`src/logic/mem_pkg.sv`:
```
package mem_pkg;

    localparam int MEM_WORDS  = 1024;
    localparam int MEM_AWIDTH = $clog2(MEM_WORDS);

    typedef logic [31:0]           addr_t;
    typedef logic [31:0]           data_t;
    typedef logic [31:0]           inst_t;
    typedef logic [3:0]            strb_t;
    typedef logic [MEM_AWIDTH-1:0] word_idx_t;
    typedef logic [4:0]            reg_idx_t;
    typedef logic [13:0]           csr_addr_t;

    // Bit 2 marks a store, bit 3 an unsigned load
    typedef enum logic [3:0] {
        LD_B     = 4'b0000,
        LD_H     = 4'b0001,
        LD_W     = 4'b0010,
        ST_B     = 4'b0100,
        ST_H     = 4'b0101,
        ST_W     = 4'b0110,
        LD_BU    = 4'b1000,
        LD_HU    = 4'b1001,
        LSU_NONE = 4'b1111
    } lsu_op_t;

    typedef struct packed {
        addr_t    pc;
        inst_t    inst;
        logic     rw_en;
        reg_idx_t rw_addr;
        lsu_op_t  lsu_op;
        addr_t    ex_result;    // ALU result or effective address
        data_t    lsu_data;     // Store data
    } ex_pkt_t;

    typedef struct packed {
        addr_t    pc;
        inst_t    inst;
        logic     rw_en;
        reg_idx_t rw_addr;
        data_t    rw_data;
    } wb_pkt_t;

    typedef struct packed {
        logic      rw_en;
        csr_addr_t rw_addr;
        data_t     rw_data;
    } csr_pkt_t;

    // Shared by both requesters and the SRAM port
    typedef struct packed {
        logic      en;
        logic      we;
        word_idx_t idx;
        data_t     wdata;
        strb_t     strb;
    } mem_req_t;

endpackage
```
`src/logic/mem_arbiter.sv`:
```
`timescale 1ns/1ps

module mem_arbiter (
    input  logic              clk,
    input  logic              rst_n,
    input  mem_pkg::mem_req_t data_req,
    input  mem_pkg::mem_req_t fetch_req,
    output logic              fetch_gnt,
    output mem_pkg::mem_req_t sram_req
);
    import mem_pkg::*;

    logic data_sel;
    logic fetch_owns_q;     // Read in flight belongs to fetch

    // Data port always wins
    assign data_sel  = data_req.en;
    assign fetch_gnt = ~data_sel & fetch_req.en;

    always_comb begin
        if (data_sel) begin
            sram_req = data_req;
        end else begin
            sram_req = fetch_req;
        end
    end

    always_ff @(posedge clk) begin
        if (!rst_n)
            fetch_owns_q <= 1'b0;
        else
            fetch_owns_q <= fetch_gnt;
    end

    // A fetch slot was a plain read on the SRAM port
    assert property (@(posedge clk) disable iff (!rst_n)
        fetch_owns_q |-> $past(sram_req.en && !sram_req.we));

endmodule

```
`config.mk`:
```
export PLATFORM = sky130hd
export DESIGN_NAME = mem_arbiter
export DESIGN_NICKNAME = d
export VERILOG_FILES = /design/src/logic/mem_pkg.sv /design/src/logic/mem_arbiter.sv
export SDC_FILE = /design/constraint.sdc
export NUM_CORES = 1
export LEC_CHECK = 0
export BUFFER_PORTS_ARGS = -buffer_cell sky130_fd_sc_hd__buf_2
export CAP_MARGIN = 15
export CORE_AREA = 2 2 56 58
export DETAILED_ROUTE_END_ITERATION = 16
export DIE_AREA = 0 0 58 60
export PLACE_DENSITY = 0.79
export SYNTH_ARGS = -nofsm -noshare
export SYNTH_HDL_FRONTEND = slang
export SYNTH_SLANG_ARGS = --single-unit
```
`constraint.sdc`:
```
create_clock -name vclk -period 1
set_input_delay 0.05 -clock vclk [all_inputs]
set_output_delay 0.05 -clock vclk [all_outputs]
set_load 0.005 [all_outputs]
```
==> results_dict.tcl <==
set metrics [dict create \
    status "finished clean" \
    diodes 0 \
    drive_above_1_share_pct 98.98 \
    grt_pass1_wl_mm 4.250 \
    ios 147 \
    cap_violations 0 \
    yosys_warnings 0 \
    postCtsSetupRepairBufs 0 \
    routed_via_density 4.354 \
    path_buf_inv 3 \
    nFlopsAndLatches 0 \
    setup_viol_count_final 0 \
    cp_max_fo 29 \
    wl_per_cell_um 13.79 \
    maxSlewHeadroom_pct 88.96 \
    port_buffers 145 \
    power_per_cell_area_nw_per_um2 436.0 \
    peakVddDrop_v 0.0002788 \
    hold_depth 3 \
    gp_routability_congestion 0.8882 \
    rows 20 \
    crit_family "buffers and inverters" \
    synthXorXnorAreaFrac_pct 0 \
    synth_cell_types 6 \
    regArea_um2 0 \
    die_w_um 58 \
    worstSetupPathType "primary input to output port" \
    dieArea_um2 3480 \
    fin_crit_sh_pct 94.63 \
    tightest_slew_ps 165.6 \
    slew_violations 0 \
    synth_area_um2 616.8 \
    syn_inst 54 \
    nets 296 \
    end_kind "output port" \
    area_delta_synth_final_pct 123.5 \
    fin_tns_setup_ps 0 \
    synth_area_per_cell_um2 11.42 \
    place_hpwl_mm 2.902 \
    cpMaxStageDelayCell "mux2_2" \
    route.detailed.drc 0 \
    worst_path_most_repeated_cell "buf_2" \
    yosysSeqAreaShare_pct 0 \
    syn-num-nets 152 \
    mostFrequentLayoutCell "buf_2" \
    grt_usage_pct 16.00 \
    fillers 301 \
    synth_top_family_by_area "multiplexers" \
    nClkBuffers 0 \
    postCtsHoldBufs 0 \
    power_leakage_nw 0.8118 \
    hp-class "primary input to output port" \
    initial_utilization_pct 21.25 \
    synthAdderAreaFrac_pct 0 \
    path_cells "buf_2 > buf_12 > mux2_2 > buf_2" \
    min_period_ps 946.3 \
    crit_arrival_ps 900 \
    die_y_um 60 \
    critPathMaxStageDelay_ps 370 \
    grt_remaining_overflow 0 \
    drtPass1Iterations 4 \
    required_ps 950 \
    core_um2 2903 \
    drtIter0Drc 24 \
    finalPower_mw 0.6012 \
    cts_resized 0 \
    grt_max_degree 30 \
    synth-simple-area-share_pct 2.028 \
    final-hold-violation-count 0 \
    synth_compound_area_share_pct 0 \
    ant_nets 0 \
    via_count 997 \
    grt_pass1_vias 904 \
    wl_mm 3.158 \
    worstSetupStartpointType "primary input" \
    fmax_ghz 1.057 \
    antenna_found_initial 0 \
    worst-path-stages 4 \
    muxShareOfSynthArea_pct 90.67 \
    rsz0062_at_grt "no" \
    mostFrequentLayoutCells "buf_2, mux2_2, mux2_4" \
]
-- cell type report --
type	instances	area [um2]	share of cell area, %
multi-input cells	49	571.8	41.47
well taps	33	41.29	2.995
repair buffers	147	765.7	55.54
-- cell usage after synthesis --
cell type | count | area, um2
or2_1 | 1 | 6.260
buf_4 | 3 | 22.52
mux2_4 | 8 | 120.1
mux2_2 | 39 | 439.2
nor2b_1 | 1 | 6.260
buf_6 | 2 | 22.52
-- power by group --
group	total [mW]	switching, mW	internal [mW]
Clock	0	0	0
Sequential	0	0	0
Combinational	0.601	0.209	0.392
Total	0.601	0.209	0.392
-- cells by family (layout without fill, tap and decap cells) --
| group | count (synthesis) | count (layout) |
|---|---|---|
| simple gates | 2 | 2 |
| buf+inv | 5 | 147 |
| mux | 47 | 47 |
-- tightest hold or removal path, stage by stage --
cell and delay [ps]:
buf_2 70, mux2_2 120, buf_2 100
-- final timing paths --
| path | to | startpoint |
|---|---|---|
| max | sram_req[28] | data_req[47] |
| min | sram_req[16] | data_req[16] |
-- metal layers --
layer  up-vias  part of all wire, %  GRT usage [%]
met3         0                   16          5.195
met5         -                    0              0
met2        78                   52          31.82
met1       431                   32          17.37
li1        488                    -              -
met4         0                    0              0
-- per-stage QoR --
step / hold WS [ps] / std cells / utilization [%] / worst slack, ps / cell area (um2)
final: 391.8 / 229 / 47.50 / 53.66 / 1379
after global routing: 400.3 / 229 / 47.50 / 10.37 / 1379
after CTS: 393.0 / 229 / 47.50 / 40.38 / 1379
after detailed placement: 392.5 / 229 / 47.50 / 41.52 / 1379
after global placement: 390.0 / 229 / 47.50 / 45.26 / 1379
after floorplan: 185.5 / 54 / - / 325.7 / 616.8
Note: power is estimated with default switching activity, not from simulation.
