`src/logic/mem_pkg.sv`:
```
package mem_pkg;

    localparam int MEM_WORDS  = 1024;
    localparam int MEM_AWIDTH = $clog2(MEM_WORDS);

    typedef logic [31:0]           addr_t;
    typedef logic [31:0]           data_t;
    typedef logic [31:0]           inst_t;
    typedef logic [3:0]            strb_t;
    typedef logic [MEM_AWIDTH-1:0] word_idx_t;
    typedef logic [4:0]            reg_idx_t;
    typedef logic [13:0]           csr_addr_t;

    // Bit 2 marks a store, bit 3 an unsigned load
    typedef enum logic [3:0] {
        LD_B     = 4'b0000,
        LD_H     = 4'b0001,
        LD_W     = 4'b0010,
        ST_B     = 4'b0100,
        ST_H     = 4'b0101,
        ST_W     = 4'b0110,
        LD_BU    = 4'b1000,
        LD_HU    = 4'b1001,
        LSU_NONE = 4'b1111
    } lsu_op_t;

    typedef struct packed {
        addr_t    pc;
        inst_t    inst;
        logic     rw_en;
        reg_idx_t rw_addr;
        lsu_op_t  lsu_op;
        addr_t    ex_result;    // ALU result or effective address
        data_t    lsu_data;     // Store data
    } ex_pkt_t;

    typedef struct packed {
        addr_t    pc;
        inst_t    inst;
        logic     rw_en;
        reg_idx_t rw_addr;
        data_t    rw_data;
    } wb_pkt_t;

    typedef struct packed {
        logic      rw_en;
        csr_addr_t rw_addr;
        data_t     rw_data;
    } csr_pkt_t;

    // Shared by both requesters and the SRAM port
    typedef struct packed {
        logic      en;
        logic      we;
        word_idx_t idx;
        data_t     wdata;
        strb_t     strb;
    } mem_req_t;

endpackage
```
`src/logic/mem_stage.sv`:
```
`timescale 1ns/1ps

module mem_stage (
    input  logic              clk,
    input  logic              rst_n,
    input  logic              ex_valid,
    input  mem_pkg::ex_pkt_t  ex_pkt,
    input  mem_pkg::csr_pkt_t ex_csr,
    output mem_pkg::mem_req_t data_req,
    input  mem_pkg::data_t    rdata,
    output logic              wb_valid,
    output mem_pkg::wb_pkt_t  wb_pkt,
    output mem_pkg::csr_pkt_t wb_csr,
    output logic              ale
);
    import mem_pkg::*;

    logic      is_load;
    logic      is_store;
    logic [1:0] size;       // 0 byte, 1 half, 2 word
    logic [1:0] off;
    logic      misaligned;
    strb_t     st_strb;

    ex_pkt_t   pkt_d;
    ex_pkt_t   pkt_q;
    csr_pkt_t  csr_q;
    logic      wb_valid_q;
    logic      ale_q;

    data_t     ld_shift;
    data_t     rw_data;

    assign off = ex_pkt.ex_result[1:0];

    always_comb begin
        is_load  = 1'b0;
        is_store = 1'b0;
        size     = 2'd0;
        case (ex_pkt.lsu_op)
            LD_B, LD_BU: begin
                is_load = 1'b1;
            end
            LD_H, LD_HU: begin
                is_load = 1'b1;
                size    = 2'd1;
            end
            LD_W: begin
                is_load = 1'b1;
                size    = 2'd2;
            end
            ST_B: is_store = 1'b1;
            ST_H: begin
                is_store = 1'b1;
                size     = 2'd1;
            end
            ST_W: begin
                is_store = 1'b1;
                size     = 2'd2;
            end
            default: ;      // Unknown codes act as no access
        endcase
    end

    // Halfword at offset 1 or 3 and word at any nonzero offset
    assign misaligned = (is_load | is_store) &
                        (((size == 2'd1) & off[0]) | ((size == 2'd2) & (off != 2'd0)));

    always_comb begin
        case (size)
            2'd0:    st_strb = 4'b0001 << off;
            2'd1:    st_strb = 4'b0011 << off;
            default: st_strb = 4'b1111;
        endcase
    end

    always_comb begin
        data_req.en    = ex_valid & (is_load | is_store) & ~misaligned;
        data_req.we    = is_store;
        data_req.idx   = ex_pkt.ex_result[MEM_AWIDTH+1:2];
        data_req.wdata = ex_pkt.lsu_data << {off, 3'b000};    // Move to byte lane
        data_req.strb  = is_store ? st_strb : 4'b0000;
    end

    always_comb begin
        pkt_d        = ex_pkt;
        pkt_d.rw_en  = ex_pkt.rw_en & ~misaligned;
        pkt_d.lsu_op = misaligned ? LSU_NONE : ex_pkt.lsu_op;
    end

    always_ff @(posedge clk) begin
        if (!rst_n) begin
            wb_valid_q <= 1'b0;
            ale_q      <= 1'b0;
        end else begin
            wb_valid_q <= ex_valid;
            ale_q      <= ex_valid & misaligned;
        end
    end

    always_ff @(posedge clk) begin
        if (ex_valid) begin
            pkt_q <= pkt_d;
            csr_q <= ex_csr;
        end
    end

    // Load data arrives one cycle after the request
    assign ld_shift = rdata >> {pkt_q.ex_result[1:0], 3'b000};

    always_comb begin
        case (pkt_q.lsu_op)
            LD_B:    rw_data = {{24{ld_shift[7]}}, ld_shift[7:0]};
            LD_BU:   rw_data = {24'b0, ld_shift[7:0]};
            LD_H:    rw_data = {{16{ld_shift[15]}}, ld_shift[15:0]};
            LD_HU:   rw_data = {16'b0, ld_shift[15:0]};
            LD_W:    rw_data = ld_shift;
            default: rw_data = pkt_q.ex_result;
        endcase
    end

    assign wb_valid        = wb_valid_q;
    assign ale             = ale_q;
    assign wb_csr          = csr_q;
    assign wb_pkt.pc       = pkt_q.pc;
    assign wb_pkt.inst     = pkt_q.inst;
    assign wb_pkt.rw_en    = pkt_q.rw_en;
    assign wb_pkt.rw_addr  = pkt_q.rw_addr;
    assign wb_pkt.rw_data  = rw_data;

    // Strobe width must agree with the store size
    assert property (@(posedge clk) disable iff (!rst_n)
        data_req.en && data_req.we |->
            (ex_pkt.lsu_op == ST_B && $countones(data_req.strb) == 1) ||
            (ex_pkt.lsu_op == ST_H && data_req.strb inside {4'b0011, 4'b0110, 4'b1100}) ||
            (ex_pkt.lsu_op == ST_W && data_req.strb == 4'b1111));

endmodule

```
`config.mk`:
```
export PLATFORM = sky130hd
export DESIGN_NAME = mem_stage
export DESIGN_NICKNAME = d
export VERILOG_FILES = /design/src/logic/mem_pkg.sv /design/src/logic/mem_stage.sv
export SDC_FILE = /design/constraint.sdc
export NUM_CORES = 1
export LEC_CHECK = 0
export ABC_AREA = 1
export BUFFER_PORTS_ARGS = -buffer_cell sky130_fd_sc_hd__buf_4
export CAP_MARGIN = 20
export CORE_AREA = 2 2 162 164
export CTS_BUF_LIST = sky130_fd_sc_hd__clkbuf_2 sky130_fd_sc_hd__clkbuf_4 sky130_fd_sc_hd__clkbuf_8
export DETAILED_ROUTE_END_ITERATION = 8
export DIE_AREA = 0 0 164 166
export SETUP_SLACK_MARGIN = 0.05
export SYNTH_ARGS = -nofsm -noshare
export SYNTH_HDL_FRONTEND = slang
export SYNTH_SLANG_ARGS = --single-unit
```
`constraint.sdc`:
```
create_clock -name clk -period 1.8 [get_ports clk]
set_input_delay 0.36 -clock clk [delete_from_list [all_inputs] [get_ports clk]]
set_output_delay 0.36 -clock clk [all_outputs]
set_load 0.01 [all_outputs]
```
==> results.yml <==
synth:
  synthCells: 606
  ys_seq_area_frac: 0.656
  synth_cell_types: 33
  syn_nets: 826
  ys_warn_count: 0
  async_reset_ff_frac: 0
  synth.ff_latch_count: 155
  postSynthAreaPerCell_sq_um: 11.7
  ys.flop_type: "edfxtp_1"
  synth_area_sq_um: 7070
  synth-edff-count: 153
place:
  pre_cts_slack_ns: -0.109
  gp_congestion: 0.875
  placed_area_sq_um: 10100
  portBuffers: 418
  hpwl_um: 18700
drt:
  num_vias: 5909
  wl_per_cell_um: 18.8
  drt_iter0_markers: 516
  ant_nets: 0
  dr.pass1.iters: 5
  via_per_inst: 4.46
  routed_wl_um: 24900
  drc_errors: 0
cts:
  root_buffer: "clkbuf_8"
  clk_pin_slew_ns: 0.11
  clock-sinks: 155
  cts_inserted_buffers: 17
  cts_tree: "built"
  cts_hold_buf: 0
  cts_buffer_depth: 2
  htreeDepth: 4
floorplanning:
  core_area_sq_um: 25600
  rows: 59
  die_area_sq_um: 27200
  ios: 419
  die_y_um: 166
  die_w_um: 164
  initial_core_util: 0.276
grt:
  grt.total_usage: 0.170
  grt_pass1_wl_um: 34400
  grt_max_degree: 57
  overflow: 0
  grt_pass1_vias: 5895
  antenna_found_initial: 3
layout:
  multi_input_area_sq_um: 1730
  fin_area_sq_um: 11100
  fillers: 2447
  drive_gt1_frac: 0.554
  fin_nets: 1195
  area_growth_pct: 57.5
  seqCellArea_sq_um: 4630
min_path:
  hold_class: "in2reg"
power:
  power.leakage_nw: 5.01
  power_density_nw_per_um2: 857
  vdd_drop_max_mv: 0.578
  design_power_total_mw: 9.53
flow_run:
  cap_violations: 0
sta:
  timing.fmax_ghz: 0.444
  fin_ws_ns: -0.450
  period_minus_slack_ns: 2.25
  rsz0062_at_grt: "yes"
  setup_viol: 32
  tightestPinTransition_ns: 0.349
  maxSlewHeadroom: 0.765
  hold_viol: 0
  fin_crit_sh: 1.25
  slew_viol_final: 0
worst_setup_path:
  cp.arrival_ns: 1.89
  path_max_fanout: 9
  critPathMostFrequentCell: "nand2_2"
  crit_chain: "inv_4 -> nand2_2 -> nand3_2 -> nand2_2 -> nand2_4 -> buf_12 -> nand4_1 -> buf_4"
  cp.required_ns: 1.44
  start_kind: "flop"
  max_stage_delay_ns: 0.51
  path_class: "reg2out"
  cp-end-kind: "primary output"
  cp_slowest_cell: "edfxtp_1"
outcome:
  status: "complete, but fails checks"
  violations: "setup timing"
-- metal layers --
layer  global-route usage  share of wire  vias to the layer above
li1                     -              -                     2778
met1                0.194           0.36                     2784
met2                0.288           0.51                      302
met3               0.0662           0.10                       41
met4               0.0606          0.025                        4
met5                    0         0.0011                        -
-- synthesized netlist by cell type (4+ instances only) --
library cell  instances  area (sq um)
a21oi_1              15          75.1
a22oi_1               8          60.1
a31oi_1               4          25.0
buf_2                13          65.1
buf_4                85           638
buf_6                 6          67.6
edfxtp_1            153          4590
inv_1                35           131
inv_2                 5          18.8
nand2_1             119           447
nand2_2               4          25.0
nand3_1              27           135
nand4_1              20           125
nor2_1               45           169
nor3_1                6          30.0
o211ai_1              8          60.1
o21ai_0              18          90.1
o21ai_1               6          30.0
o32ai_1               7          61.3
-- sequential cells by signal, indices dropped and copies added, names as in the netlist --
name,flops
ale,1
wb_valid,1
wb_pkt,70
wb_csr,47
pkt_q,36
-- cell type report --
| cell class | count | area share |
|---|---|---|
| Inverter | 41 | 0.0146 |
| Antenna cell | 1 | 0.000225 |
| Timing Repair Buffer | 456 | 0.336 |
| Tap cell | 335 | 0.0377 |
| Clock buffer | 18 | 0.0217 |
| Sequential cell | 155 | 0.416 |
| Multi-Input combinational cell | 304 | 0.155 |
| Clock inverter | 14 | 0.0182 |
-- critical path: cells and delay by family (launching register included) --
family,cells,cell delay (ns)
flip-flops,1,0.51
buffers and inverters,3,0.47
AND/OR/NAND/NOR,5,0.47
-- cells in the final DEF, fill, tap and decap left out, drive strengths merged, types with 2 or more instances in the layout --
cell type / n
buf: 452
edfxtp: 153
nand2: 128
nor2: 50
inv: 46
nand3: 28
o21ai: 24
clkbuf: 22
nand4: 20
a21oi: 15
o211ai: 8
a22oi: 8
o32ai: 7
nor3: 7
clkinv: 5
a31oi: 4
bufinv: 3
o31ai: 2
dfxtp: 2
-- path summary, 6_finish.rpt --
check | start | end | slack [ns] | depth (start not counted)
worst max-delay path | pkt_q[32] | wb_pkt[29] | -0.45 | 8
worst min-delay path | ex_pkt[110] | wb_pkt[74] | 0.08 | 1
-- power breakdown --
part           internal, mW  total [mW]  switching [mW]  leakage (nW)
Combinational          1.12        2.17            1.05          3.27
Clock                  1.45        2.98            1.53         0.225
Sequential             4.28        4.37          0.0956          1.51
Total                  6.85        9.53            2.68          5.00
-- through the flow --
step	utilization	std cells	hold slack, ns	TNS, ns
floorplan	-	606	0.459	0
global placement	0.396	1274	0.538	-0.238
detailed placement	0.396	1274	0.539	-0.821
CTS	0.419	1311	0.0369	-13.40
global route	0.434	1323	0.0353	-16.17
finish	0.434	1324	0.0779	-12.83
-- repair_timing --
action                                  4_1_cts  5_1_grt
pin swaps                                     3       25
buffers inserted                              5        7
endpoints found under the setup margin       33       37
resized for setup                            29       47
gates cloned                                  0        6
-- logic make-up (layout without fill, tap and decap cells) --
logic type / Yosys count / after routing / synth area share
and+or+nand+nor: 232 / 234 / 0.148
DFF: 155 / 155 / 0.656
buffers and inverters: 149 / 529 / 0.135
AOI/OAI and AO/OA: 70 / 70 / 0.0611
other: 0 / 1 / 0
(Power assumes the default switching activity.)
