`config.mk`:
```
export PLATFORM = sky130hd
export DESIGN_NAME = fetch_unit
export DESIGN_NICKNAME = d
export VERILOG_FILES = /design/src/logic/mem_pkg.sv /design/src/logic/fetch_unit.sv
export SDC_FILE = /design/constraint.sdc
export NUM_CORES = 1
export LEC_CHECK = 0
export BUFFER_PORTS_ARGS = -buffer_cell sky130_fd_sc_hd__buf_2
export CAP_MARGIN = 15
export CORE_MARGIN = 2
export CORE_UTILIZATION = 41
export DETAILED_ROUTE_END_ITERATION = 10
export GPL_TIMING_DRIVEN = 0
export HOLD_SLACK_MARGIN = 0.1
export PLACE_DENSITY = 0.77
export SLEW_MARGIN = 0
export SYNTH_ARGS = -nofsm -noshare
export SYNTH_HDL_FRONTEND = slang
export SYNTH_SLANG_ARGS = --single-unit
```
`constraint.sdc`:
```
create_clock -name clk -period 1.7 [get_ports clk]
set_clock_uncertainty 0.05 [all_clocks]
set_input_delay 0.17 -clock clk [delete_from_list [all_inputs] [get_ports clk]]
set_output_delay 0.17 -clock clk [all_outputs]
set_load 0.05 [all_outputs]
```
`src/logic/mem_pkg.sv`:
```
package mem_pkg;

    localparam int MEM_WORDS  = 1024;
    localparam int MEM_AWIDTH = $clog2(MEM_WORDS);

    typedef logic [31:0]           addr_t;
    typedef logic [31:0]           data_t;
    typedef logic [31:0]           inst_t;
    typedef logic [3:0]            strb_t;
    typedef logic [MEM_AWIDTH-1:0] word_idx_t;
    typedef logic [4:0]            reg_idx_t;
    typedef logic [13:0]           csr_addr_t;

    // Bit 2 marks a store, bit 3 an unsigned load
    typedef enum logic [3:0] {
        LD_B     = 4'b0000,
        LD_H     = 4'b0001,
        LD_W     = 4'b0010,
        ST_B     = 4'b0100,
        ST_H     = 4'b0101,
        ST_W     = 4'b0110,
        LD_BU    = 4'b1000,
        LD_HU    = 4'b1001,
        LSU_NONE = 4'b1111
    } lsu_op_t;

    typedef struct packed {
        addr_t    pc;
        inst_t    inst;
        logic     rw_en;
        reg_idx_t rw_addr;
        lsu_op_t  lsu_op;
        addr_t    ex_result;    // ALU result or effective address
        data_t    lsu_data;     // Store data
    } ex_pkt_t;

    typedef struct packed {
        addr_t    pc;
        inst_t    inst;
        logic     rw_en;
        reg_idx_t rw_addr;
        data_t    rw_data;
    } wb_pkt_t;

    typedef struct packed {
        logic      rw_en;
        csr_addr_t rw_addr;
        data_t     rw_data;
    } csr_pkt_t;

    // Shared by both requesters and the SRAM port
    typedef struct packed {
        logic      en;
        logic      we;
        word_idx_t idx;
        data_t     wdata;
        strb_t     strb;
    } mem_req_t;

endpackage
```
`src/logic/fetch_unit.sv`:
```
`timescale 1ns/1ps

module fetch_unit (
    input  logic              clk,
    input  logic              rst_n,
    input  logic              redirect,
    input  mem_pkg::addr_t    redirect_pc,
    output mem_pkg::mem_req_t fetch_req,
    input  logic              fetch_gnt,
    input  mem_pkg::data_t    rdata,
    output logic              fetch_valid,
    output mem_pkg::addr_t    fetch_pc,
    output mem_pkg::inst_t    fetch_inst
);
    import mem_pkg::*;

    addr_t pc_q;
    addr_t pc_out_q;    // pc of the read in flight
    logic  pending_q;

    // Request stays up until granted
    always_comb begin
        fetch_req.en    = 1'b1;
        fetch_req.we    = 1'b0;
        fetch_req.idx   = pc_q[MEM_AWIDTH+1:2];
        fetch_req.wdata = '0;
        fetch_req.strb  = '0;
    end

    always_ff @(posedge clk) begin
        if (!rst_n) begin
            pc_q      <= '0;
            pending_q <= 1'b0;
        end else begin
            pending_q <= fetch_gnt & ~redirect;     // Redirect drops this read
            if (redirect)
                pc_q <= redirect_pc;
            else if (fetch_gnt)
                pc_q <= pc_q + 32'd4;
        end
    end

    // Step taken at grant so back-to-back reads stay in order
    always_ff @(posedge clk) begin
        if (fetch_gnt)
            pc_out_q <= pc_q;
    end

    assign fetch_valid = pending_q;
    assign fetch_pc    = pc_out_q;
    assign fetch_inst  = rdata;

    assert property (@(posedge clk) disable iff (!rst_n)
        fetch_valid |-> $past(fetch_gnt));

endmodule

```
==> results of run 1 <==
[per-stage QoR]
stage / setup TNS, ns / hold WS, ns
2_1_floorplan: 0 / 0.232
3_3_place_gp: -11.36 / 0.357
3_5_place_dp: -13.17 / 0.357
4_1_cts: 0 / 0.105
5_1_grt: -0.0203 / 0.112
6_report: 0 / 0.0991
[cells in the final DEF (no fill, tap or decap), types with 5 or more instances in the layout]
cell           count
a211oi_1           6
a21oi_1            9
and4_1             5
buf_2            109
buf_4             96
clkbuf_1           9
clkbuf_8           9
conb_1            38
dfxtp_1           13
dfxtp_2           14
dfxtp_4            6
dlygate4sd3_1     24
edfxtp_1          32
inv_1              5
nand2_1           18
nand3_1           20
nand4_1           13
nor2_1             9
nor3_1             9
nor4_4             6
o211a_1            6
o21ai_0           20
xnor2_1            9
[layout make-up]
| cell class | instances | area, µm² |
|---|---|---|
| buffer | 96 | 683 |
| clock buffer | 10 | 128 |
| inverter | 6 | 22.5 |
| fill | 700 | 3200 |
| multi-input combinational | 221 | 1430 |
| sequential | 65 | 1660 |
| timing repair buffer | 148 | 902 |
| tap | 105 | 131 |
| clock inverter | 6 | 58.8 |
[registers in the layout, summed over array words and instances, names as in the netlist]
name,flops
pc_q,32
fetch_pc,32
fetch_valid,1
[power breakdown]
part	switching, W	internal [W]
registers	0.0000995	0.00176
clock network	0.000617	0.000667
logic	0.000783	0.000351
[routing by layer]
layer / up-vias / wire (µm)
met4: 0 / 158
li1: 1544 / -
met5: - / 0
met3: 13 / 825
met1: 1537 / 3860
met2: 187 / 5300
[timing repair]
action	CTS	global route
gates resized for setup	29	30
setup buffers	7	7
hold buffers	24	0
pin swaps	4	10
hold endpoints to repair	24	0
endpoints found under the setup margin	21	20
[worst min path at each step]
stage,depth (start not counted),to,slack [ns]
finish,3,pc_q[8],0.1
detailed placement,2,pc_q[2],0.36
global route,3,pc_q[10],0.11
floorplan,0,fetch_pc[0],0.23
global placement,2,pc_q[6],0.36
CTS,3,pc_q[8],0.11
[critical path, cell delays in order, from the launching register on]
cell,delay (ns)
dfxtp_4,0.40
ha_2,0.20
and4_4,0.26
nand2b_4,0.09
or3_1,0.38
a211oi_1,0.18
[cell families (layout without fill, tap and decap cells)]
group           Yosys count  in the layout  synth area share
compound gates           53             53             0.100
simple gates            114            114             0.187
fa+ha+maj                 1              1           0.00361
mux                       3              3           0.00867
buf+inv                 102            266             0.199
flops                    65             65             0.468
other cells               2             38           0.00217
xor+xnor                 12             12            0.0304
==> impl_results.md, run 1 <==
- Finished Core Util: 0.611
- Pwr Density: 852 nW/µm²
- Crit path capture: pc_q[22]
- Status: completed
- Synth area leader: edfxtp_1
- HP Start: redirect_pc[8]
- Initial Utilization: 0.421
- Dpl cells: 603
- Worst reg2reg startpoint: pc_q[3]
- WP data required: 1.92 ns
- Number of synthesized flops with an enable pin: 32
- I/O Buffers: 110
- Endpoints failing setup: 0
- FF-to-FF End: pc_q[22]
- Worst Tran Pin Value: 0.592 ns
- Htree depth: 3
- Max Cap Viol: 0
- Cts bufs inserted: 9
- Post-route ant nets: 0
- Crit path launch: pc_q[3]
- Hold Vio Cnt, Final: 0
- Most numerous cell in the Yosys netlist: buf_4
- Total routed wirelength: 10100 µm
- Pre-CTS WS: -0.828 ns
- WL per Instance: 15.4 µm
- GRT busiest layer: met2
- CTS tree: yes
- First-pass GRT wire length: 14600 µm
- Min-Delay Path Class: in2reg
- Pins over their slew limit: 0
- Period utilisation layout: 0.975
- Die Height: 95.9 µm
- Unique masters post-synth: 42
- Gr ovfl total: 0
- Static Leak: 2.37 nW
- Async SR Flop Fraction: 0
- Ports: 181
- Worst r2r path cells: 5
- Slew headroom: 0.606
- Latest clock arrival within the worst-skew pair: 0.36 ns
- Final net count: 616
- Cell area after synthesis: 3460 µm²
- FF-to-FF setup slack: 0.04 ns
- Total track usage: 0.212
- Site row count: 33
- Vias per cell: 4.99
- Root Buffer: clkbuf_8
- N_diodes: 0
- P&R area growth vs syn: 45.0%
- Placed Area: 4280 µm²
- Synth top cells by count: buf_4 (81), dfxtp_1 (33), edfxtp_1 (32)
- Initial antenna violation count: 0
- 1st-iter DRT viols: 208
- Synthesized area per cell: 9.84 µm²
- HPWL Detailed: 6870 µm
- Total power draw: 0.00428 W
- First drt pass iteration count: 5
- Vias: 3281
- Seq/Total Area, Yosys: 0.468
- Final GP Congestion: 0.848
- FMAX: 603 MHz
- Dominant cells by area after synthesis: edfxtp_1 (28%), dfxtp_1 (19%), buf_4 (18%)
- TritonCTS Sinks: 65
- Placeable Area: 8220 µm²
- Worst setup margin: 0.0425 ns
- Min Tclk post-route: 1.66 ns
- CP max FO: 8
- Post-synthesis instance total: 352
- Crit start category: flop
- CP arrival: 1.88 ns
- Met1 GRT Util: 0.246
- Vias in the first global route: 3004
- GR Layer Usage met3: 0.0501
- DRC errors left: 0
- Final Non-Filler Cells: 657
- Die Area: 9190 µm²
- RSZ-0062 raised after global routing: true
- Pin count of the biggest net entering global routing: 36
- WS Path Type: reg2reg
- Maximum vdd ir drop: 0.000356 V
- Yosys reg bits: 65
- Yosys warnings: 0
- Top cell type's share of synthesized area: 0.278
- Final instance area: 5020 µm²
- Met2 usage: 0.377
- Reg clk slew, reported paths: 0.07 ns
- Layout cells sized above 1: 0.480
- Ys flop type: dfxtp_1
- CP endpoint kind: flop
- Clock buffer depth: 2
- Die X-Extent: 95.9 µm
Note: power is estimated with default switching activity, not from simulation.
==> inputs of run 2 (changes only) <==
--- a/config.mk
+++ b/config.mk
@@ -7,12 +7,14 @@
 export LEC_CHECK = 0
 export BUFFER_PORTS_ARGS = -buffer_cell sky130_fd_sc_hd__buf_2
 export CAP_MARGIN = 15
+export CELL_PAD_IN_SITES_DETAIL_PLACEMENT = 0
+export CELL_PAD_IN_SITES_GLOBAL_PLACEMENT = 1
 export CORE_MARGIN = 2
-export CORE_UTILIZATION = 41
+export CORE_UTILIZATION = 30
 export DETAILED_ROUTE_END_ITERATION = 10
 export GPL_TIMING_DRIVEN = 0
 export HOLD_SLACK_MARGIN = 0.1
-export PLACE_DENSITY = 0.77
+export PLACE_DENSITY_LB_ADDON = 0.1
 export SLEW_MARGIN = 0
 export SYNTH_ARGS = -nofsm -noshare
 export SYNTH_HDL_FRONTEND = slang
==> impl_results.md, run 2 (same netlist as run 1, synthesis figures left out) <==
- Post-route ant nets: 0
- Initial Utilization: 0.306
- Flop pwr share: 0.362
- Pre-CTS WS: -1.04 ns
- Total track usage: 0.157
- Initial antenna violation count: 0
- Vias per cell: 4.54
- Final net count: 626
- Latest clock arrival within the worst-skew pair: 0.33 ns
- Ports: 181
- WHS Path Cells: 3
- Layout cells sized above 1: 0.500
- WP buf/inv: 0
- HP Start: redirect_pc[18]
- Min-Delay Path Class: in2reg
- Net switching power: 0.00157 W
- Met1 WL: 4520 µm
- I/O Buffers: 110
- Pwr Density: 948 nW/µm²
- Worst Tran Pin Value: 0.659 ns
- Root Buffer: clkbuf_16
- CP arrival: 1.85 ns
- CTS tree: yes
- Max Cap Viol: 0
- Status: completed
- Clock buffer depth: 2
- Clock power frac: 0.410
- CP max FO: 6
- Comb pwr share: 0.228
- Maximum vdd ir drop: 0.000444 V
- Top Family by Delay on Critical Path: simple AND/OR/NAND/NOR gates
- Finished Core Util: 0.477
- Internal: 0.00355 W
- Hold Vio Cnt, Final: 0
- RSZ-0062 raised after global routing: true
- Worst stage delay on the critical path: 0.47 ns
- Slowest library cell on the worst path: or3_4
- Vias in the first global route: 2906
- Reg clk slew, reported paths: 0.05 ns
- Min Tclk post-route: 1.66 ns
- P&R area growth vs syn: 55.8%
- FMAX: 604 MHz
- Site row count: 39
- Pin count of the biggest net entering global routing: 36
- Endpoints failing setup: 0
- Period utilisation layout: 0.974
- CP endpoint kind: flop
- Placeable Area: 11300 µm²
- DR top layer: met4
- WL per Instance: 14.5 µm
- TritonCTS Sinks: 65
- Slew headroom: 0.561
- Most frequent cells in the layout: buf_2 (109), buf_4 (105), conb_1 (38)
- Die Area: 12400 µm²
- Sw Ratio: 0.306
- First drt pass iteration count: 4
- Worst r2r path cells: 4
- Die Height: 111 µm
- WS Path Type: reg2reg
- Cts bufs inserted: 9
- Gr ovfl total: 0
- First-pass GRT wire length: 15200 µm
- Final GP Congestion: 0.798
- Total routed wirelength: 10200 µm
- Pins over their slew limit: 0
- Worst path cell trace: nand4_4, or3_4, or3_1, a211oi_1
- Die X-Extent: 111 µm
- Static Leak: 2.55 nW
- Crit start category: flop
- Htree depth: 3
- FF-to-FF setup slack: 0.04 ns
- Met2 WL post-DR: 4950 µm
- WP data required: 1.90 ns
- N_diodes: 0
- Worst reg2reg startpoint: pc_q[12]
- DRC errors left: 0
- 1st-iter DRT viols: 141
- Hold endpoint: pc_q[18]
- Routed wl met3: 575 µm
- Most common cell after layout, fill and taps aside: buf_2
- Worst setup margin: 0.0447 ns
- Vias: 3199
- HPWL Detailed: 7030 µm
- FF-to-FF End: pc_q[22]
-- run 2: cell count changes in the layout (fill, tap and decap cells not counted), moves of 2 or more --
cell,delta
clkbuf_16,+10
clkbuf_8,-9
bufinv_16,+2
clkinv_2,-2
dfxtp_1,+2
buf_12,+3
dfxtp_4,+4
buf_4,+9
clkinv_1,+2
dfxtp_2,-6
dlygate4sd3_1,-5
buf_6,+2
-- run 2: power groups by stage --
stage | Sequential, W | Clock, W | Combinational [W]
3_5_place_dp | 0.00188 | 0 | 0.00107
2_1_floorplan | 0.00204 | 0 | 0.000680
4_1_cts | 0.00185 | 0.00214 | 0.00111
5_1_grt | 0.00187 | 0.00218 | 0.00123
3_3_place_gp | 0.00188 | 0 | 0.00107
6_report | 0.00185 | 0.00209 | 0.00117
-- run 2: what timing repair did --
action | in CTS | in global routing
hold buffers | 19 | 0
setup endpoints to repair | 24 | 22
setup buffers | 7 | 21
endpoints found under the hold margin | 19 | 0
pin swaps | 5 | 9
gates resized for setup | 35 | 39
cloned | 0 | 1
-- run 2: worst max path at each step --
| stage | startpoint | endpoint | slack, ns | cells past startpoint |
|---|---|---|---|---|
| 2_1_floorplan | pc_q[2] | pc_q[18] | 0.02 | 5 |
| 3_3_place_gp | fetch_gnt | pc_q[18] | -0.99 | 6 |
| 3_5_place_dp | fetch_gnt | pc_q[18] | -1.04 | 6 |
| 4_1_cts | pc_q[4] | pc_q[27] | 0.008 | 5 |
| 5_1_grt | pc_q[16] | pc_q[29] | -0.02 | 6 |
| 6_report | pc_q[12] | pc_q[22] | 0.04 | 4 |
-- run 2: through the flow --
| stage | power (W) | setup TNS [ns] | instances | area [µm²] | hold WS (ns) |
|---|---|---|---|---|---|
| 2_1_floorplan | 0.00272 | 0 | 388 | 3600 | 0.232 |
| 3_3_place_gp | 0.00295 | -14.95 | 641 | 4330 | 0.344 |
| 3_5_place_dp | 0.00295 | -15.19 | 641 | 4330 | 0.349 |
| 4_1_cts | 0.00510 | 0 | 683 | 5050 | 0.101 |
| 5_1_grt | 0.00528 | -0.0220 | 705 | 5400 | 0.116 |
| 6_report | 0.00511 | 0 | 705 | 5400 | 0.111 |
-- run 2: area by class of cell --
type / instances / area (µm²)
well taps: 143 / 179
clock inverters: 7 / 109
multi-input cells: 221 / 1480
flip-flops and latches: 65 / 1670
repair buffers: 158 / 1010
inverters: 6 / 22.5
fillers: 1117 / 5930
plain buffers: 96 / 696
clock buffers: 9 / 225
-- run 2: routing by layer --
| layer | vias to the layer above | GRT usage |
|---|---|---|
| met1 | 1489 | 0.205 |
| met3 | 12 | 0.0359 |
| li1 | 1571 | - |
| met4 | 0 | 0.0593 |
| met5 | - | 0 |
| met2 | 127 | 0.255 |
-- run 2: worst register-to-register path, cell delays in order, from the launching register on --
cell      delay [ns]
dfxtp_4         0.38
nand4_4         0.16
or3_4           0.47
or3_1           0.33
a211oi_1        0.19
